==> src/logic/div_settings.svh <==
`ifndef DIV_SETTINGS_SVH
`define DIV_SETTINGS_SVH

// ~~~~~~~~~~~~~~~~~~~~~~~~~~~~~~
// Datapath widths
// ~~~~~~~~~~~~~~~~~~~~~~~~~~~~~~
`define DIV_WIDTH 32
`define DIV_STAGES `DIV_WIDTH  // One restoring step per stage

// ~~~~~~~~~~~~~~~~~~~~~~~~~~~~~~
// Tags and op code
// ~~~~~~~~~~~~~~~~~~~~~~~~~~~~~~
`define DIV_ADDR_WIDTH 8
`define DIV_PC_WIDTH 32
`define DIV_OP_WIDTH 4

// Any other op code returns the remainder
`define DIV_OP_QUOTIENT 4'b0001

`endif

==> src/logic/div_pkg.sv <==
`include "div_settings.svh"

package div_pkg;

    // ~~~~~~~~~~~~~~~~~~~~~~~~~~~~~~
    // Operand and result words
    // ~~~~~~~~~~~~~~~~~~~~~~~~~~~~~~

    // Dividend, divisor, quotient or remainder
    typedef logic [`DIV_WIDTH-1:0] div_word_t;

    // Upper half is the partial remainder,
    // lower half collects quotient bits
    typedef logic [2*`DIV_WIDTH-1:0] div_work_t;

    // ~~~~~~~~~~~~~~~~~~~~~~~~~~~~~~
    // Tags carried alongside
    // ~~~~~~~~~~~~~~~~~~~~~~~~~~~~~~

    typedef logic [`DIV_ADDR_WIDTH-1:0] div_addr_t;  // Physical register
    typedef logic [`DIV_PC_WIDTH-1:0] div_pc_t;
    typedef logic [`DIV_OP_WIDTH-1:0] div_op_t;

endpackage

==> src/logic/div_stage_if.sv <==
`timescale 1ns/1ps

// One pipeline slot of the divider
interface div_stage_if;

    logic valid;  // Low means bubble
    logic div_zero;
    div_pkg::div_work_t work;
    div_pkg::div_word_t divisor;
    div_pkg::div_op_t op;
    div_pkg::div_addr_t addr;
    div_pkg::div_pc_t pc;

    // Producer side of a slot
    modport upstream (
        output valid,
        output div_zero,
        output work,
        output divisor,
        output op,
        output addr,
        output pc
    );

    // Consumer side of a slot
    modport downstream (
        input valid,
        input div_zero,
        input work,
        input divisor,
        input op,
        input addr,
        input pc
    );

endinterface

==> src/logic/div_retire.sv <==
`timescale 1ns/1ps

`include "div_settings.svh"

// Picks quotient or remainder from the last slot
module div_retire (
    div_stage_if.downstream final_entry,
    output div_pkg::div_word_t result,
    output logic done,
    output logic div_zero_exception,
    output div_pkg::div_addr_t addr_out,
    output div_pkg::div_pc_t pc_out
);

    logic want_quotient;

    assign want_quotient = (final_entry.op == `DIV_OP_QUOTIENT);

    always_comb begin
        if (want_quotient) begin
            result = final_entry.work[`DIV_WIDTH-1:0];
        end else begin
            // Remainder sits in the upper half
            result = final_entry.work[2*`DIV_WIDTH-1:`DIV_WIDTH];
        end
    end

    assign done = final_entry.valid;  // One cycle per issued op
    assign div_zero_exception = final_entry.div_zero;
    assign addr_out = final_entry.addr;
    assign pc_out = final_entry.pc;

endmodule

==> src/flat_wrapper.sv <==
// flat-port wrapper written by rule: the top's interface ports become plain ports
module div_retire_flat 
  (result, done, div_zero_exception, addr_out, pc_out, final_entry_valid, final_entry_div_zero, final_entry_work, final_entry_divisor, final_entry_op, final_entry_addr, final_entry_pc);
  div_stage_if final_entry_i ();
  output div_pkg::div_word_t result;
  output logic done;
  output logic div_zero_exception;
  output div_pkg::div_addr_t addr_out;
  output div_pkg::div_pc_t pc_out;
  input wire logic [$bits(final_entry_i.valid)-1:0] final_entry_valid;
  input wire logic [$bits(final_entry_i.div_zero)-1:0] final_entry_div_zero;
  input wire logic [$bits(final_entry_i.work)-1:0] final_entry_work;
  input wire logic [$bits(final_entry_i.divisor)-1:0] final_entry_divisor;
  input wire logic [$bits(final_entry_i.op)-1:0] final_entry_op;
  input wire logic [$bits(final_entry_i.addr)-1:0] final_entry_addr;
  input wire logic [$bits(final_entry_i.pc)-1:0] final_entry_pc;
  assign final_entry_i.valid = final_entry_valid;
  assign final_entry_i.div_zero = final_entry_div_zero;
  assign final_entry_i.work = final_entry_work;
  assign final_entry_i.divisor = final_entry_divisor;
  assign final_entry_i.op = final_entry_op;
  assign final_entry_i.addr = final_entry_addr;
  assign final_entry_i.pc = final_entry_pc;
  div_retire u_core (.final_entry(final_entry_i), .result(result), .done(done), .div_zero_exception(div_zero_exception), .addr_out(addr_out), .pc_out(pc_out));
endmodule
==> config.mk <==
export PLATFORM = sky130hd
export DESIGN_NAME = div_retire_flat
export DESIGN_NICKNAME = d
export VERILOG_FILES = /design/src/logic/div_pkg.sv /design/src/logic/div_stage_if.sv /design/src/logic/div_retire.sv /design/src/flat_wrapper.sv
export VERILOG_INCLUDE_DIRS = /design/src /design/src/logic
export SDC_FILE = /design/constraint.sdc
export NUM_CORES = 1
export LEC_CHECK = 0
export BUFFER_PORTS_ARGS = -buffer_cell sky130_fd_sc_hd__buf_2
export CAP_MARGIN = 20
export CORE_AREA = 2 2 83 85
export DETAILED_ROUTE_END_ITERATION = 8
export DIE_AREA = 0 0 85 87
export GPL_ROUTABILITY_DRIVEN = 0
export PLACE_DENSITY = 0.64
export SYNTH_ARGS = -nofsm -noshare
export SYNTH_HDL_FRONTEND = slang
export SYNTH_SLANG_ARGS = --single-unit
==> constraint.sdc <==
create_clock -name vclk -period 1.9
set_input_delay 0.38 -clock vclk [all_inputs]
set_output_delay 0.38 -clock vclk [all_outputs]
set_load 0.02 [all_outputs]
==> impl_metrics.py <==
metrics = {
    "run_status": {
        "status": "finished, violations left",
        "violations": "negative setup slack",
    },
    "cells_and_area": {
        "final_common_cell": "buf_2",
        "area_delta_synth_final_pct": 91.30,
        "fin_cells": 219,
        "insertedDiodeCount": 0,
        "flops_and_latches": 0,
        "drive_gt1_share_pct": 100.0,
        "fin_util_pct": 21.35,
        "seqCellArea_um2": 0,
        "clkbuf_count": 0,
        "mostFrequentLayoutCells": "buf_2 (66), buf_6 (35), mux2_4 (27)",
        "filler_cell_count": 727,
        "fin_nets": 283,
    },
    "timing": {
        "min_period_ns": 1.931,
        "whs_ns": 0.7600,
        "maxSlewViolCount": 0,
        "finalCritPeriodShare_pct": 101.6,
        "hold_viol": 0,
        "finalSetupViolCount": 20,
        "rsz0062_at_grt": "yes",
        "setup_ws_ns": -0.03084,
        "worst_pin_slew_ns": 0.1973,
        "relSlewSlack_pct": 86.79,
        "fmax_ghz": 0.5179,
    },
    "hold_path": {
        "hold_depth": 0,
        "holdPathEnd": "pc_out[13]",
        "worst_hold_startpoint": "final_entry_pc[13]",
        "min_path_type": "in2out",
    },
    "drt": {
        "dr_wl_met3_um": 343,
        "wirelength_mm": 3.292,
        "wl_met1_mm": 1.130,
        "via_per_inst": 3.607,
        "first_pass_iters": 4,
        "drc": 0,
        "wl_met2_mm": 1.663,
        "dr.first_iter.drc_count": 7,
        "wl_per_cell_um": 15.03,
        "dr.max_layer_used": "met4",
        "num_vias": 790,
        "ant_nets": 0,
    },
    "placement": {
        "place_inst": 215,
        "io_buffer_count": 100,
        "dp.final_hpwl_mm": 2.131,
    },
    "power": {
        "peakVddDrop_mv": 0.09120,
        "leakagePower_uw": 0.0007267,
        "pwr_density_cell_mw_per_mm2": 239.7,
    },
    "grt": {
        "grt_usage_pct": 5.306,
        "grt_max_degree": 31,
        "antenna_found_initial": 0,
        "grt-ovfl-total": 0,
        "grt_pass1_wl_mm": 3.153,
        "grt_pass1_vias": 713,
    },
    "synthesis": {
        "ys_types": 5,
        "synth_nets": 220,
        "syn_inst": 78,
        "syn-cell-area_um2": 733.2,
        "yosys_warnings": 0,
        "synth-seq-area-share_pct": 0,
        "avgSynthCellArea_um2": 9.400,
    },
    "floorplan": {
        "start_util_pct": 11.16,
        "core_area_mm2": 0.006569,
        "die_height_um": 87,
        "dieArea_mm2": 0.007395,
        "rows": 30,
        "die_w_um": 85,
        "io_pins": 216,
    },
    "setup_path": {
        "cp.required_ns": 1.52,
        "worstSetupStartpointType": "primary input",
        "path_max_fanout": 7,
        "cp-end-kind": "output pin",
        "critPathKind": "in2out",
        "critPathArrivalTime_ns": 1.55,
    },
    "run": {
        "max-cap-violations": 0,
    },
}
[critical path: stages]
cell     delay, ns
buf_6         0.09
nor4b_4       0.26
buf_6         0.18
buf_8         0.14
mux2_2        0.35
buf_6         0.13
[power by group]
group	internal, uW	switching, uW
Sequential	0	0
Combinational	202	135
Clock	0	0
[logic make-up (layout without fill, tap and decap cells)]
family / count (synthesis) / after routing / share of synthesized area [%]
buffers and inverters: 45 / 106 / 47.61
muxes: 32 / 32 / 49.15
and+or+nand+nor: 1 / 1 / 3.242
[final cells by class]
type	count	area, um^2	share of cell area (%)
well taps	80	100.1	7.136
multi-input cells	33	485.5	34.61
repair buffers	106	817.0	58.25
[synthesized netlist by cell type (all sizes together)]
| library cell | instances | area (um^2) |
|---|---|---|
| buf | 45 | 349.1 |
| mux2 | 32 | 360.3 |
| nor4b | 1 | 23.77 |
[through the flow]
| stage | total power, uW | setup WS, ns | instance area [um^2] | setup TNS [ns] |
|---|---|---|---|---|
| 2_1_floorplan | 246.5 | 0.1273 | 733.2 | 0 |
| 3_3_place_gp | 227.3 | -0.1886 | 1012 | -5.053 |
| 3_5_place_dp | 231.1 | -0.1888 | 1012 | -5.216 |
| 4_1_cts | 242.6 | -0.1439 | 1045 | -3.801 |
| 5_1_grt | 355.8 | -0.07218 | 1403 | -1.421 |
| 6_report | 336.2 | -0.03084 | 1403 | -0.3803 |
[worst max-delay path by stage]
stage                                 start    endpoint  slack [ns]  depth (start not counted)
after floorplan           final_entry_op[3]   result[4]        0.13                          3
after global placement    final_entry_op[3]   result[8]       -0.19                          5
after detailed placement  final_entry_op[3]  result[16]       -0.19                          5
after CTS                 final_entry_op[1]  result[16]       -0.14                          5
after global routing      final_entry_op[3]  result[14]       -0.07                          6
final                     final_entry_op[3]  result[14]       -0.03                          6
[what timing repair did]
action,CTS,global route
setup buffers,1,1
gates cloned,0,3
pin swaps,1,1
hold buffers,0,0
gates resized for setup,11,84
endpoints found under the setup margin,32,32
[per-layer routing]
| metal | vias to the layer above | GRT usage, % |
|---|---|---|
| met3 | 24 | 1.611 |
| li1 | 347 | - |
| met4 | 0 | 3.319 |
| met2 | 62 | 10.37 |
| met5 | - | 0 |
| met1 | 357 | 4.687 |
No activity file was read; power rests on OpenSTA's default activity.
