==> src/logic/div_settings.svh <==
`ifndef DIV_SETTINGS_SVH
`define DIV_SETTINGS_SVH

// ~~~~~~~~~~~~~~~~~~~~~~~~~~~~~~
// Datapath widths
// ~~~~~~~~~~~~~~~~~~~~~~~~~~~~~~
`define DIV_WIDTH 32
`define DIV_STAGES `DIV_WIDTH  // One restoring step per stage

// ~~~~~~~~~~~~~~~~~~~~~~~~~~~~~~
// Tags and op code
// ~~~~~~~~~~~~~~~~~~~~~~~~~~~~~~
`define DIV_ADDR_WIDTH 8
`define DIV_PC_WIDTH 32
`define DIV_OP_WIDTH 4

// Any other op code returns the remainder
`define DIV_OP_QUOTIENT 4'b0001

`endif

==> src/logic/div_pkg.sv <==
`include "div_settings.svh"

package div_pkg;

    // ~~~~~~~~~~~~~~~~~~~~~~~~~~~~~~
    // Operand and result words
    // ~~~~~~~~~~~~~~~~~~~~~~~~~~~~~~

    // Dividend, divisor, quotient or remainder
    typedef logic [`DIV_WIDTH-1:0] div_word_t;

    // Upper half is the partial remainder,
    // lower half collects quotient bits
    typedef logic [2*`DIV_WIDTH-1:0] div_work_t;

    // ~~~~~~~~~~~~~~~~~~~~~~~~~~~~~~
    // Tags carried alongside
    // ~~~~~~~~~~~~~~~~~~~~~~~~~~~~~~

    typedef logic [`DIV_ADDR_WIDTH-1:0] div_addr_t;  // Physical register
    typedef logic [`DIV_PC_WIDTH-1:0] div_pc_t;
    typedef logic [`DIV_OP_WIDTH-1:0] div_op_t;

endpackage

==> src/logic/div_stage_if.sv <==
`timescale 1ns/1ps

// One pipeline slot of the divider
interface div_stage_if;

    logic valid;  // Low means bubble
    logic div_zero;
    div_pkg::div_work_t work;
    div_pkg::div_word_t divisor;
    div_pkg::div_op_t op;
    div_pkg::div_addr_t addr;
    div_pkg::div_pc_t pc;

    // Producer side of a slot
    modport upstream (
        output valid,
        output div_zero,
        output work,
        output divisor,
        output op,
        output addr,
        output pc
    );

    // Consumer side of a slot
    modport downstream (
        input valid,
        input div_zero,
        input work,
        input divisor,
        input op,
        input addr,
        input pc
    );

endinterface

==> src/logic/div_issue.sv <==
`timescale 1ns/1ps

`include "div_settings.svh"

// Entry point of the pipeline. Purely combinational,
// stage 0 registers whatever is presented here.
module div_issue (
    input logic start,
    input div_pkg::div_word_t a,
    input div_pkg::div_word_t b,
    input div_pkg::div_addr_t addr_in,
    input div_pkg::div_pc_t pc_in,
    input div_pkg::div_op_t op_in,
    div_stage_if.upstream out
);

    logic zero_divisor;
    div_pkg::div_work_t first_work;

    assign zero_divisor = (b == '0);

    // Dividend pre-shifted so stage 0 sees its MSB in the remainder half
    assign first_work = {{`DIV_WIDTH{1'b0}}, a} << 1;

    // ~~~~~~~~~~~~~~~~~~~~~~~~~~~~~~
    // Control
    // ~~~~~~~~~~~~~~~~~~~~~~~~~~~~~~
    always_comb begin
        out.valid = start;
        out.div_zero = start && zero_divisor;
    end

    // ~~~~~~~~~~~~~~~~~~~~~~~~~~~~~~
    // Payload
    // ~~~~~~~~~~~~~~~~~~~~~~~~~~~~~~
    always_comb begin
        if (zero_divisor) begin
            // All-ones divisor fails every compare, so quotient and remainder end at 0
            out.work = '0;
            out.divisor = '1;
        end else begin
            out.work = first_work;
            out.divisor = b;
        end
    end

    // Tags ride along untouched
    always_comb begin
        out.op = op_in;
        out.addr = addr_in;
        out.pc = pc_in;
    end

endmodule

==> src/flat_wrapper.sv <==
// flat-port wrapper written by rule: the top's interface ports become plain ports
module div_issue_flat 
  (start, a, b, addr_in, pc_in, op_in, out_valid, out_div_zero, out_work, out_divisor, out_op, out_addr, out_pc);
  div_stage_if out_i ();
  input logic start;
  input div_pkg::div_word_t a;
  input div_pkg::div_word_t b;
  input div_pkg::div_addr_t addr_in;
  input div_pkg::div_pc_t pc_in;
  input div_pkg::div_op_t op_in;
  output wire logic [$bits(out_i.valid)-1:0] out_valid;
  output wire logic [$bits(out_i.div_zero)-1:0] out_div_zero;
  output wire logic [$bits(out_i.work)-1:0] out_work;
  output wire logic [$bits(out_i.divisor)-1:0] out_divisor;
  output wire logic [$bits(out_i.op)-1:0] out_op;
  output wire logic [$bits(out_i.addr)-1:0] out_addr;
  output wire logic [$bits(out_i.pc)-1:0] out_pc;
  assign out_valid = out_i.valid;
  assign out_div_zero = out_i.div_zero;
  assign out_work = out_i.work;
  assign out_divisor = out_i.divisor;
  assign out_op = out_i.op;
  assign out_addr = out_i.addr;
  assign out_pc = out_i.pc;
  div_issue u_core (.start(start), .a(a), .b(b), .addr_in(addr_in), .pc_in(pc_in), .op_in(op_in), .out(out_i));
endmodule
==> config.mk <==
export PLATFORM = sky130hd
export DESIGN_NAME = div_issue_flat
export DESIGN_NICKNAME = d
export VERILOG_FILES = /design/src/logic/div_pkg.sv /design/src/logic/div_stage_if.sv /design/src/logic/div_issue.sv /design/src/flat_wrapper.sv
export VERILOG_INCLUDE_DIRS = /design/src /design/src/logic
export SDC_FILE = /design/constraint.sdc
export NUM_CORES = 1
export LEC_CHECK = 0
export ABC_AREA = 1
export BUFFER_PORTS_ARGS = -buffer_cell sky130_fd_sc_hd__buf_2
export CORE_AREA = 5 5 95 97
export DETAILED_ROUTE_END_ITERATION = 7
export DIE_AREA = 0 0 100 102
export PLACE_DENSITY = 0.62
export SYNTH_ARGS = -nofsm -noshare
export SYNTH_HDL_FRONTEND = slang
export SYNTH_SLANG_ARGS = --single-unit
==> constraint.sdc <==
create_clock -name vclk -period 1
set_input_delay 0.1 -clock vclk [all_inputs]
set_output_delay 0.1 -clock vclk [all_outputs]
set_load 0.005 [all_outputs]
==> out/results.tsv <==
metric	value	unit
Psw	245	uW
Post-Synthesis Cells	218	
Area growth, synth to finish	58.5	%
Yosys cell types	14	
Synth area leader	buf_4	
Routed Antenna Nets	0	
RSZ-0062 raised after global routing	true	
WP data arrival	1.20	ns
DIE HEIGHT	102	um
Core ar.	8050	um^2
# diodes	0	
Final Setup Violations	65	
design area	2000	um^2
layout cells sized above 1	0.562	
hold path startpoint	addr_in[1]	
Rows	33	
post-synthesis sequential area ratio	0	
status	complete, but fails checks	
Synth top area share	0.458	
WP data required	0.90	ns
Die Wd	100	um
sequential cells	0	
Avg Inst Size Synth	5.79	um^2
Mapped Area	1260	um^2
die area	10200	um^2
DRT Pass-1 Iters	4	
GRT Util Overall	0.0696	
internal power	323	uW
Routed WL per cell	11.5	um
first-pass GRT wire length	6020	um
Slew Viols, Final	0	
sum of negative setup slack	-15.90	ns
largest net degree at the start of global routing	33	
Final period util	1.30	
MaxCap Viol Count	0	
DRC viols	0	
Hold Path Depth	0	
clock power share	0	
clock buffers	0	
DP HPWL	3640	um
Endpoint, Worst Hold	out_addr[1]	
endpoints failing hold	0	
Placer Congestion	0.726	
Leak	1.15	nW
Initial Utilization	0.157	
vias in the first global route	1373	
Synth Warn #	0	
# port buffers	131	
grt ovf	0	
Area contributors post-synth	buf_4 46%, o21bai_1 17%, nor2_1 15%	
initial antenna violation count	0	
failing checks	negative setup slack	
fmax	770	MHz
crit end category	output port	
# nets final	417	
Max VDD drop	116	uV
Power Dens Cells	284	nW/um^2
Critical Path Source	b[17]	
vias per inst	3.66	
Gate power share	1.000	
crit path launch type	input pin	
Crit Path Max Fanout	11	
Layout fillers	870	
DRT iter0 DRCs	24	
Hold Crit Class	in2out	
register area	0	um^2
Detailed Route WL	4710	um
Area after DPL	1580	um^2
final worst path period need	1.30	ns
DR vias	1506	
sw frac	0.432	
setup ws final	-0.298	ns
sequential share of power	0	
Boundary Pins	251	
Worst Setup Path Type	in2out	
## through the flow
stage          utilization  setup slack (ns)  instances  hold slack (ns)  power, mW
4_1_cts              0.228            -0.240        408            0.200      0.509
6_report             0.248            -0.298        411            0.200      0.568
3_5_place_dp         0.196            -0.299        405            0.200      0.454
2_1_floorplan            -            0.0636        249            0.271      0.412
3_3_place_gp         0.196            -0.289        405            0.200      0.450
5_1_grt              0.248            -0.394        411            0.200      0.624
## power groups by stage
stage               sequential, mW  combinational, mW  clock [mW]
floorplan                        0              0.412           0
global placement                 0              0.450           0
detailed placement               0              0.454           0
CTS                              0              0.509           0
global route                     0              0.624           0
finish                           0              0.568           0
## worst max-delay path: stages
cell       delay, ns
buf_8           0.10
nor2_4          0.11
nand3_4         0.08
nor2_4          0.11
nand2_4         0.11
bufbuf_16       0.29
o21bai_1        0.15
buf_2           0.14
## placed cells by master, fill, tap and decap left out
cell         n
buf_12       3
conb_1      32
inv_2        4
nand2_2      1
nand2_4      2
inv_1       33
nor2_2       6
buf_6       28
nand3_2      1
buf_16       1
bufbuf_16    1
buf_8        1
buf_4        2
nor3_2       1
nor2_4      10
nand3_4      1
o21ai_2      3
o21ai_1      1
o21bai_1    28
buf_2      107
nor2_1      35
nand2_1      5
## routing by layer
metal / GRT usage / up-vias / part of all wire
met3: 0.0164 / 18 / 0.15
met4: 0.0311 / 0 / 0.037
met1: 0.0688 / 648 / 0.31
met5: 0 / - / 0
met2: 0.137 / 126 / 0.51
li1: - / 714 / -
## how the worst max path moves through the flow
stage                                  to  slack (ns)  cells past startpoint
after global routing          out_work[6]       -0.39                      9
after CTS                    out_div_zero       -0.24                      8
final                     out_divisor[14]       -0.30                      8
after global placement     out_divisor[4]       -0.29                      8
after floorplan              out_div_zero        0.06                      6
after detailed placement   out_divisor[8]       -0.30                      8
## cells in the mapped netlist
| library cell | n |
|---|---|
| buf_2 | 6 |
| nor3_1 | 1 |
| o21ai_0 | 3 |
| nand3_1 | 2 |
| inv_1 | 37 |
| conb_1 | 1 |
| nand2_2 | 1 |
| nand2_1 | 7 |
| nor2_4 | 1 |
| buf_6 | 3 |
| o21bai_1 | 28 |
| buf_4 | 77 |
| nor2_1 | 50 |
| o21ai_1 | 1 |
## kinds of logic (layout without fill, tap and decap cells)
group | after synthesis | count (layout) | synth area share
buf+inv | 123 | 180 | 0.619
simple gates | 62 | 62 | 0.195
compound gates | 32 | 32 | 0.183
other cells | 1 | 32 | 0.00297
## final cells by class
type	count	area (um^2)	share of cell area
tap	105	131	0.0657
inverter	37	139	0.0695
multi-input combinational	126	728	0.364
timing repair buffer	143	1000	0.501
## timing repair
| item | in CTS | in global routing |
|---|---|---|
| buffers inserted | 0 | 3 |
| gates cloned | 3 | 1 |
| resized for setup | 45 | 35 |
| hold buffers | 0 | 0 |
| pin swaps | 16 | 9 |
| setup endpoints to repair | 65 | 65 |
Power figures use the tool's default switching activity.
