File: config.mk
export PLATFORM = sky130hd
export DESIGN_NAME = div_stage_flat
export DESIGN_NICKNAME = d
export VERILOG_FILES = /design/src/logic/div_pkg.sv /design/src/logic/div_stage_if.sv /design/src/logic/div_stage.sv /design/src/flat_wrapper.sv
export VERILOG_INCLUDE_DIRS = /design/src /design/src/logic
export SDC_FILE = /design/constraint.sdc
export NUM_CORES = 1
export LEC_CHECK = 0
export BUFFER_PORTS_ARGS = -buffer_cell sky130_fd_sc_hd__buf_4
export CELL_PAD_IN_SITES_DETAIL_PLACEMENT = 2
export CELL_PAD_IN_SITES_GLOBAL_PLACEMENT = 2
export CORE_UTILIZATION = 26
export CTS_CLUSTER_DIAMETER = 40
export DETAILED_ROUTE_END_ITERATION = 8
export PLACE_DENSITY = 0.81
export SYNTH_ARGS = -nofsm -noshare
export SYNTH_HDL_FRONTEND = slang
export SYNTH_SLANG_ARGS = --single-unit
File: constraint.sdc
create_clock -name clk -period 6.1 [get_ports clk]
set_input_delay 0 -clock clk [delete_from_list [all_inputs] [get_ports clk]]
set_output_delay 0 -clock clk [all_outputs]
set_load 0.005 [all_outputs]
File: src/logic/div_settings.svh
`ifndef DIV_SETTINGS_SVH
`define DIV_SETTINGS_SVH

// ~~~~~~~~~~~~~~~~~~~~~~~~~~~~~~
// Datapath widths
// ~~~~~~~~~~~~~~~~~~~~~~~~~~~~~~
`define DIV_WIDTH 32
`define DIV_STAGES `DIV_WIDTH  // One restoring step per stage

// ~~~~~~~~~~~~~~~~~~~~~~~~~~~~~~
// Tags and op code
// ~~~~~~~~~~~~~~~~~~~~~~~~~~~~~~
`define DIV_ADDR_WIDTH 8
`define DIV_PC_WIDTH 32
`define DIV_OP_WIDTH 4

// Any other op code returns the remainder
`define DIV_OP_QUOTIENT 4'b0001

`endif

File: src/logic/div_pkg.sv
`include "div_settings.svh"

package div_pkg;

    // ~~~~~~~~~~~~~~~~~~~~~~~~~~~~~~
    // Operand and result words
    // ~~~~~~~~~~~~~~~~~~~~~~~~~~~~~~

    // Dividend, divisor, quotient or remainder
    typedef logic [`DIV_WIDTH-1:0] div_word_t;

    // Upper half is the partial remainder,
    // lower half collects quotient bits
    typedef logic [2*`DIV_WIDTH-1:0] div_work_t;

    // ~~~~~~~~~~~~~~~~~~~~~~~~~~~~~~
    // Tags carried alongside
    // ~~~~~~~~~~~~~~~~~~~~~~~~~~~~~~

    typedef logic [`DIV_ADDR_WIDTH-1:0] div_addr_t;  // Physical register
    typedef logic [`DIV_PC_WIDTH-1:0] div_pc_t;
    typedef logic [`DIV_OP_WIDTH-1:0] div_op_t;

endpackage

File: src/logic/div_stage_if.sv
`timescale 1ns/1ps

// One pipeline slot of the divider
interface div_stage_if;

    logic valid;  // Low means bubble
    logic div_zero;
    div_pkg::div_work_t work;
    div_pkg::div_word_t divisor;
    div_pkg::div_op_t op;
    div_pkg::div_addr_t addr;
    div_pkg::div_pc_t pc;

    // Producer side of a slot
    modport upstream (
        output valid,
        output div_zero,
        output work,
        output divisor,
        output op,
        output addr,
        output pc
    );

    // Consumer side of a slot
    modport downstream (
        input valid,
        input div_zero,
        input work,
        input divisor,
        input op,
        input addr,
        input pc
    );

endinterface

File: src/logic/div_stage.sv
`timescale 1ns/1ps

`include "div_settings.svh"

// One restoring compare-subtract step plus its pipeline register
module div_stage #(
    parameter bit last_stage = 1'b0  // Final stage keeps the remainder unshifted
) (
    input logic clk,
    input logic reset,
    div_stage_if.downstream prev,
    div_stage_if.upstream next
);

    div_pkg::div_word_t part_rem;
    div_pkg::div_work_t stepped;
    div_pkg::div_work_t shifted;

    assign part_rem = prev.work[2*`DIV_WIDTH-1:`DIV_WIDTH];

    // ~~~~~~~~~~~~~~~~~~~~~~~~~~~~~~
    // Compare and subtract
    // ~~~~~~~~~~~~~~~~~~~~~~~~~~~~~~
    always_comb begin
        if (part_rem >= prev.divisor) begin
            // Subtract and record a 1 quotient bit
            stepped = {part_rem - prev.divisor, prev.work[`DIV_WIDTH-1:1], 1'b1};
        end else begin
            stepped = {prev.work[2*`DIV_WIDTH-1:1], 1'b0};  // Restore, bit is 0
        end
    end

    // Bring the next dividend bit into the remainder half
    assign shifted = last_stage ? stepped : (stepped << 1);

    // ~~~~~~~~~~~~~~~~~~~~~~~~~~~~~~
    // Pipeline register
    // ~~~~~~~~~~~~~~~~~~~~~~~~~~~~~~
    always_ff @(posedge clk) begin
        if (reset) begin
            next.valid <= 1'b0;
            next.div_zero <= 1'b0;
        end else begin
            next.valid <= prev.valid;
            next.div_zero <= prev.div_zero;
        end
    end

    always_ff @(posedge clk) begin
        next.work <= shifted;
        next.divisor <= prev.divisor;
        next.op <= prev.op;
        next.addr <= prev.addr;
        next.pc <= prev.pc;
    end

endmodule

File: src/flat_wrapper.sv
// flat-port wrapper written by rule: the top's interface ports become plain ports
module div_stage_flat 
#(
    parameter bit last_stage = 1'b0                                              
)
  (clk, reset, prev_valid, prev_div_zero, prev_work, prev_divisor, prev_op, prev_addr, prev_pc, next_valid, next_div_zero, next_work, next_divisor, next_op, next_addr, next_pc);
  div_stage_if prev_i ();
  div_stage_if next_i ();
  input logic clk;
  input logic reset;
  input wire logic [$bits(prev_i.valid)-1:0] prev_valid;
  input wire logic [$bits(prev_i.div_zero)-1:0] prev_div_zero;
  input wire logic [$bits(prev_i.work)-1:0] prev_work;
  input wire logic [$bits(prev_i.divisor)-1:0] prev_divisor;
  input wire logic [$bits(prev_i.op)-1:0] prev_op;
  input wire logic [$bits(prev_i.addr)-1:0] prev_addr;
  input wire logic [$bits(prev_i.pc)-1:0] prev_pc;
  output wire logic [$bits(next_i.valid)-1:0] next_valid;
  output wire logic [$bits(next_i.div_zero)-1:0] next_div_zero;
  output wire logic [$bits(next_i.work)-1:0] next_work;
  output wire logic [$bits(next_i.divisor)-1:0] next_divisor;
  output wire logic [$bits(next_i.op)-1:0] next_op;
  output wire logic [$bits(next_i.addr)-1:0] next_addr;
  output wire logic [$bits(next_i.pc)-1:0] next_pc;
  assign prev_i.valid = prev_valid;
  assign prev_i.div_zero = prev_div_zero;
  assign prev_i.work = prev_work;
  assign prev_i.divisor = prev_divisor;
  assign prev_i.op = prev_op;
  assign prev_i.addr = prev_addr;
  assign prev_i.pc = prev_pc;
  assign next_valid = next_i.valid;
  assign next_div_zero = next_i.div_zero;
  assign next_work = next_i.work;
  assign next_divisor = next_i.divisor;
  assign next_op = next_i.op;
  assign next_addr = next_i.addr;
  assign next_pc = next_i.pc;
  div_stage #(.last_stage(last_stage)) u_core (.clk(clk), .reset(reset), .prev(prev_i), .next(next_i));
endmodule
==> results.toml, run 1 <==
[synth]
synth_flop_cell = "dfxtp_1"
synth_enable_flop_cells = 0
syn_inst = 504
synth_cell_types = 54
yosysSeqAreaShare_pct = 55.5
synthTopCellsByArea = "dfxtp_1, ha_1, nand2_1"
synth_warnings = 0
avgSynthCellArea_um2 = 10.1
yosys_register_bits = 141
synthArstFlopShare_pct = 0
synth_area_mm2 = 0.00508
syn_nets = 681
yosysTopAreaCellShare_pct = 55.5
synth_top_area_cell = "dfxtp_1"

[clocking]
cts-htree-levels = 4
path_clk_slew_ps = 80
clockBufferDepth = 2
root_buffer = "clkbuf_16"
cts_sinks = 141
cts_setup_buffers = 0
cts_buffers = 17
post_cts_resized = 0
cts_tree = "done"

[worst_setup_path]
crit_start = "prev_divisor[14]"
crit_path_end_kind = "flop"
path_delay_family = "simple AND/OR/NAND/NOR gates"
path_buf_inv = 4
startpoint_type = "input port"
slowest_stage = "dlygate4sd3_1"
worstPathArrival_ps = 4000
crit_fanout = 52
path_cells = "dlygate4sd3_1 > buf_4 > inv_1 > ha_1 > nand2_1 > nor4_1 > nor2b_1 > a31oi_1 > o21a_2 > buf_4 > o21ai_0"
crit_type = "input port to flop"
crit_top_cell = "buf_4"
critPathMaxStageDelay_ps = 560
required_ps = 6370

[detailed_routing]
drt-total-wl_um = 34200
vias_per_cell = 5.03
vias = 6081
first_pass_iters = 5
postRouteAntennaNets = 0
drt-wirelength-per-cell_um = 28.3
drc = 0
drt_iter0_markers = 330

[layout]
fillers = 2010
nets = 1111
final_layout_size_suffix_gt1_share_pct = 34.6
area_delta_synth_final_pct = 86.2

[placed_design]
io_buffers = 283
dp_hpwl_um = 16700
gp_congestion = 0.818
pre_cts_slack_ps = 2860

[min_path]
hp-class = "input port to flop"
hold_path.startpoint = "prev_pc[3]"

[sta]
max_freq_mhz = 268
setup_violations = 0
timing.final.ws_setup_ps = 2380
fin_crit_sh_pct = 61.1
slew_headroom_pct = 57.8
hold_ws_ps = 207
period_minus_slack_ps = 3720
setup-tns-final_ps = 0
rsz0062_at_grt = "false"
tightest_slew_ps = 627
slew_viol_final = 0
hold_viol = 0

[grt]
grt_overflow_total = 0
grt_start_max_net_pins = 53
grt_pass1_vias = 6681
grt_pass1_wl_um = 49500
antenna_found_initial = 4
grtUsageTotal_pct = 34.4

[floorplan]
row_count = 50
fp.dieW_um = 142
core_region_area_mm2 = 0.0190
die_h_um = 142
ios = 286
die-area_mm2 = 0.0201
initial_core_util_pct = 26.8

[pwr]
ir_drop_mv = 0.303
p_leak_nw = 4.47
power.density_mw_per_mm2 = 297
finalPower_mw = 2.81

[job]
drv_cap = 0

[status]
outcome = "completed"
[synth_stat cells (all sizes together) (2+ instances only)]
| master | count |
|---|---|
| a2111o | 4 |
| a2111oi | 2 |
| a21boi | 2 |
| a21o | 4 |
| a21oi | 41 |
| a22o | 2 |
| a31o | 3 |
| a31oi | 4 |
| and2 | 4 |
| buf | 8 |
| clkbuf | 6 |
| dfxtp | 141 |
| ha | 32 |
| inv | 41 |
| nand2 | 60 |
| nand2b | 4 |
| nand3 | 6 |
| nand4 | 10 |
| nor2 | 15 |
| nor2b | 7 |
| nor3 | 6 |
| o211ai | 3 |
| o21a | 5 |
| o21ai | 46 |
| o21bai | 6 |
| o31ai | 5 |
| xnor2 | 10 |
| xor2 | 11 |
[power breakdown]
| group | internal (mW) | switching (mW) |
|---|---|---|
| sequential | 0.999 | 0.0440 |
| combinational | 0.305 | 0.334 |
| clock | 0.589 | 0.537 |
| total | 1.89 | 0.915 |
[kinds of logic after synthesis]
group / Yosys count / synth area share (%)
buffers and inverters: 55 / 4.70
DFF: 141 / 55.5
adders and majority gates: 33 / 8.27
muxes: 1 / 0.197
and+or+nand+nor: 117 / 10.8
xor gates and xnor gates: 21 / 3.62
AOI/OAI and AO/OA: 135 / 16.9
other: 1 / 0.0738
[layout make-up]
class | count | area, um2 | share of cell area [%]
timing repair buffer | 425 | 3540 | 37.4
sequential | 141 | 2820 | 29.8
multi-input combinational | 308 | 2020 | 21.4
clock buffer | 18 | 439 | 4.64
tap | 260 | 325 | 3.44
inverter | 41 | 154 | 1.63
clock inverter | 14 | 150 | 1.59
antenna | 3 | 7.51 | 0.0793
[per-stage QoR]
stage | instance area, um2 | instances | utilization (%)
global placement | 7460 | 1034 | 39.3
CTS | 9460 | 1207 | 49.9
detailed placement | 7460 | 1034 | 39.3
finish | 9470 | 1210 | 49.9
floorplan | 5080 | 504 | -
global route | 9470 | 1210 | 49.9
[sequential cells by signal (all words and copies together) (netlist names)]
register / flops
u_core.next.valid: 1
u_core.next.div_zero: 1
u_core.next.work: 63
u_core.next.op: 4
u_core.next.addr: 8
u_core.next.divisor: 32
u_core.next.pc: 32
[cell usage in the layout, fill, tap and decap left out, types with 6 or more instances in the layout]
master / n
nor2_1: 14
clkbuf_16: 17
dfxtp_1: 141
o21ai_0: 40
inv_1: 41
a21oi_1: 41
nand2_1: 60
nand4_1: 10
nor3_1: 6
xnor2_1: 10
nor2b_1: 6
xor2_1: 11
buf_4: 284
o21bai_1: 6
ha_1: 32
dlygate4sd3_1: 141
[worst paths after layout]
| kind | endpoint | slack (ps) | depth (start not counted) |
|---|---|---|---|
| max | u_core.next.work[47]$_DFF_P_ | 2380 | 11 |
| min | u_core.next.pc[3]$_DFF_P_ | 210 | 2 |
[layer usage]
| metal | wire length [um] | track usage [%] |
|---|---|---|
| met3 | 2480 | 9.85 |
| met1 | 13800 | 40.3 |
| met4 | 930 | 11.2 |
| met5 | 13 | 0 |
| met2 | 17000 | 60.1 |
[repair_timing]
item                                    4_1_cts  5_1_grt
endpoints found under the hold margin       140        0
hold buffers                                141        0
endpoints found under the setup margin        0        0
(Power assumes the default switching activity.)
==> inputs of run 2 (changes only) <==
Settings changed: CORE_UTILIZATION 26 to 22, PLACE_DENSITY 0.81 to 0.73.
Clock period 6.1 ns to 3 ns, I/O delays scaled along.
==> run 2 against run 1 <==
Compared with the run above: clock power increased by 87%; first-iteration DRC count decreased by 63%; sequential power increased by 100%; utilization decreased by 7.9 points; critical path depth increased by 2; sequential share of layout area decreased by 0.19 points; die area increased by 18%; wire length decreased by 31%; non-clock buffer count increased by 4; via count decreased by 12%; combinational power increased by 80%; flip-flop and latch count unchanged.
==> results.toml, run 2 (synthesis results as in run 1) <==
[sta]
setup_violations = 0
period_minus_slack_ps = 2750
fin_crit_sh_pct = 91.6
rsz0062_at_grt = "false"
setup-tns-final_ps = 0
slew_viol_final = 0
max_freq_mhz = 364
hold_viol = 0

[placed_design]
dpl_cell_area_mm2 = 0.00753
dp_hpwl_um = 14700
io_buffers = 283
gp_congestion = 0.745

[floorplan]
core_region_area_mm2 = 0.0226
fp.dieW_um = 154
ios = 286
die-area_mm2 = 0.0237
initial_core_util_pct = 22.5
row_count = 55
die_h_um = 154

[pwr]
power.density_mw_per_mm2 = 562
p_leak_nw = 4.50
ir_drop_mv = 0.246

[layout]
fillers = 2363
top_regs = "u_core.next.work (63), u_core.next.divisor (32), u_core.next.pc (32)"
nets = 1115
mostFrequentLayoutCell = "buf_4"
area_delta_synth_final_pct = 87.4
fin_area_mm2 = 0.00953
largest_register_ffs = 63
multi_input_area_mm2 = 0.00204
final_cell_mix = "buf_4, dlygate4sd3_1, dfxtp_1"
seq_area_mm2 = 0.00282
final_layout_size_suffix_gt1_share_pct = 35.1
largest-register = "u_core.next.work"

[detailed_routing]
drt_iter0_markers = 121
vias_per_cell = 4.32
drt-total-wl_um = 23600
first_pass_iters = 4
vias = 5339
postRouteAntennaNets = 0
drt-wirelength-per-cell_um = 19.1
drc = 0

[grt]
grt_overflow_total = 0
grt_start_max_net_pins = 37
grtUsageTotal_pct = 20.2
grt_pass1_vias = 6260
grt_pass1_wl_um = 36000
antenna_found_initial = 1

[clocking]
cts-htree-levels = 4
cts_buffers = 17
cts_sinks = 141
path_clk_slew_ps = 80
clockBufferDepth = 2
cts_setup_buffers = 0
root_buffer = "clkbuf_16"
cts_tree = "done"

[worst_setup_path]
required_ps = 3280
worstPathArrival_ps = 3030
crit_type = "input port to flop"
startpoint_type = "input port"
crit_fanout = 36
crit_path_end_kind = "flop"

[status]
outcome = "completed"

[min_path]
hp-class = "input port to flop"

[job]
drv_cap = 0
[run 2: cell types whose count changed in the layout (fill, tap and decap cells not counted), sizes merged]
cell	delta
buf	+4
inv	+5
diode	-2
clkinvlp	-2
clkinv	-2
bufinv	-1
[run 2: worst max-delay path: stages]
cell and delay [ps]:
dlygate4sd3_1 540, buf_4 140, inv_1 60, ha_1 180, fa_1 270, nor2b_4 60
o2111ai_2 180, nand3_2 160, or4_1 520, a31oi_1 200, o21a_2 190, buf_4 330
o21ai_0 170
[run 2: per-stage QoR]
step / hold WS, ps / power [mW] / setup slack, ps / util (%) / instances
2_1_floorplan: 27.7 / 2.55 / 841 / - / 504
3_3_place_gp: 104 / 3.08 / 403 / 33.3 / 1063
3_5_place_dp: 105 / 3.11 / 304 / 33.3 / 1063
4_1_cts: 188 / 5.38 / 147 / 42.0 / 1236
5_1_grt: 199 / 5.62 / 31.5 / 42.1 / 1237
6_report: 216 / 5.35 / 252 / 42.1 / 1237
[run 2: final cells by class]
class / instances / area share, %
multi-input cells: 308 / 21.4
diodes: 1 / 0.0263
repair buffers: 429 / 37.6
well taps: 285 / 3.74
inverters: 41 / 1.62
flip-flops and latches: 141 / 29.6
clock inverters: 14 / 1.46
clock buffers: 18 / 4.51
[run 2: per-layer routing]
| layer | GRT usage, % | up-vias | wire [um] |
|---|---|---|---|
| met5 | 0 | - | 0 |
| met2 | 40.2 | 182 | 13200 |
| met3 | 5.52 | 20 | 1340 |
| met1 | 20.4 | 2538 | 8800 |
| met4 | 5.29 | 0 | 279 |
| li1 | - | 2599 | - |
[run 2: power breakdown]
part	switching [mW]	total (mW)	internal (mW)	leakage [nW]
sequential	0.0553	2.08	2.03	1.19
clock	1.00	2.11	1.11	0.280
combinational	0.528	1.15	0.626	3.03
total	1.58	5.35	3.77	4.50
[run 2: worst paths after layout]
| path | startpoint | slack, ps | depth (start not counted) | endpoint |
|---|---|---|---|---|
| setup / recovery | prev_work[32] | 250 | 13 | u_core.next.work[48]$_DFF_P_ |
| hold / removal | prev_work[17] | 220 | 2 | u_core.next.work[18]$_DFF_P_ |
[run 2: timing repair]
item                       4_1_cts  5_1_grt
hold endpoints to repair       140        0
gates resized for setup          0        4
setup endpoints to repair        0        3
hold buffers                   141        0
==> inputs of run 3 (changes only) <==
Settings changed: RECOVER_POWER from default to 100.
==> run 3 against run 2 <==
Compared with the run above: total power fell by 1.6%; first-iteration DRC count decreased by 12%; combinational power decreased by 6%; count of clock-buffer cells in the layout is the same; global-route usage stayed put; largest cell class unchanged.
==> results.toml, run 3 (synthesis results as in run 1) <==
[status]
outcome = "completed"

[floorplan]
initial_core_util_pct = 22.5
ios = 286
row_count = 55
core_region_area_mm2 = 0.0226
die-area_mm2 = 0.0237
die_h_um = 154
fp.dieW_um = 154

[detailed_routing]
drt-wirelength-per-cell_um = 18.9
vias_per_cell = 4.31
drt_iter0_markers = 107
first_pass_iters = 4
drt-total-wl_um = 23400
drc = 0
postRouteAntennaNets = 0
vias = 5329

[worst_setup_path]
crit_path_end_kind = "flop"
crit_type = "input port to flop"
worstPathArrival_ps = 3100
startpoint_type = "input port"
crit_fanout = 4
required_ps = 3320

[sta]
max_freq_mhz = 359
fin_crit_sh_pct = 92.9
period_minus_slack_ps = 2790
setup_violations = 0
slew_viol_final = 0
rsz0062_at_grt = "false"
setup-tns-final_ps = 0
hold_viol = 0

[grt]
grt_pass1_vias = 6260
grt_start_max_net_pins = 37
grt_overflow_total = 0
grt_pass1_wl_um = 36000
antenna_found_initial = 1
grtUsageTotal_pct = 20.2

[clocking]
path_clk_slew_ps = 70
cts_sinks = 141
cts_tree = "done"
clockBufferDepth = 2
root_buffer = "clkbuf_16"
cts-htree-levels = 4
cts_buffers = 17

[layout]
nets = 1115
final_cell_mix = "clkbuf_4, dlygate4sd3_1, dfxtp_1"
largest-register = "u_core.next.work"
top_regs = "u_core.next.work (63), u_core.next.divisor (32), u_core.next.pc (32)"
mostFrequentLayoutCell = "clkbuf_4"
largest_register_ffs = 63
final_layout_size_suffix_gt1_share_pct = 27.4
fillers = 2436
area_delta_synth_final_pct = 81.9

[pwr]
finalPower_mw = 5.26
p_leak_nw = 4.20
power.density_mw_per_mm2 = 569
ir_drop_mv = 0.244

[min_path]
hp-class = "input port to flop"

[placed_design]
dp_hpwl_um = 14700
io_buffers = 283
gp_congestion = 0.745

[job]
drv_cap = 0
[run 3: cell types whose count changed in the layout (fill, tap and decap cells not counted)]
cell / previous run / this run
a31oi_2: 1 / 0
o21ai_1: 4 / 3
clkbuf_1: 1 / 73
clkbuf_4: 0 / 176
buf_4: 287 / 39
o21ai_0: 39 / 40
a31oi_1: 3 / 4
[run 3: worst max-delay path: stages]
cell	delay, ps
dlygate4sd3_1	530
clkbuf_1	180
inv_1	60
ha_1	300
nor2b_1	150
o31a_1	300
o21ai_2	250
o21ai_2	140
a31oi_1	400
o21bai_1	220
a2111o_1	450
o211a_1	120
[run 3: area by class of cell]
cell class / count / area, um2 / area share [%]
diodes: 1 / 2.50 / 0.0271
clock buffers: 18 / 429 / 4.64
clock inverters: 14 / 139 / 1.50
inverters: 41 / 154 / 1.66
multi-input cells: 308 / 2030 / 21.9
flip-flops and latches: 141 / 2820 / 30.5
well taps: 285 / 357 / 3.86
repair buffers: 429 / 3320 / 35.8
[run 3: power by group]
group | leakage [nW] | total, mW | switching [mW] | internal [mW]
Sequential | 1.19 | 2.08 | 0.0518 | 2.03
Combinational | 2.73 | 1.08 | 0.524 | 0.554
Clock | 0.280 | 2.11 | 0.993 | 1.11
Total | 4.20 | 5.26 | 1.57 | 3.69
[run 3: stage by stage]
| step | hold WS (ps) | setup slack, ps | instances | cell area (um2) | util (%) |
|---|---|---|---|---|---|
| 6_report | 236 | 212 | 1237 | 9250 | 40.9 |
| 5_1_grt | 219 | 25.7 | 1237 | 9250 | 40.9 |
| 4_1_cts | 188 | 147 | 1236 | 9510 | 42.0 |
| 3_5_place_dp | 105 | 304 | 1063 | 7530 | 33.3 |
| 3_3_place_gp | 104 | 403 | 1063 | 7530 | 33.3 |
| 2_1_floorplan | 27.7 | 841 | 504 | 5080 | - |
[run 3: final timing paths]
path / startpoint / to / slack [ps] / depth (start not counted)
min: prev_pc[9] / u_core.next.pc[9]$_DFF_P_ / 240 / 2
max: prev_divisor[1] / u_core.next.work[54]$_DFF_P_ / 210 / 12
[run 3: repair_timing]
action / CTS / global route
setup buffers: 0 / 0
hold buffers: 141 / 0
gates resized for setup: 0 / 4
setup endpoints to repair: 0 / 3
hold endpoints to repair: 140 / 0
[run 3: metal layers]
layer	global-route usage, %	vias up	share of wire, %
li1	-	2601	-
met3	5.52	21	5.7
met5	0	-	0
met2	40.2	180	56
met1	20.4	2527	37
met4	5.29	0	1.4
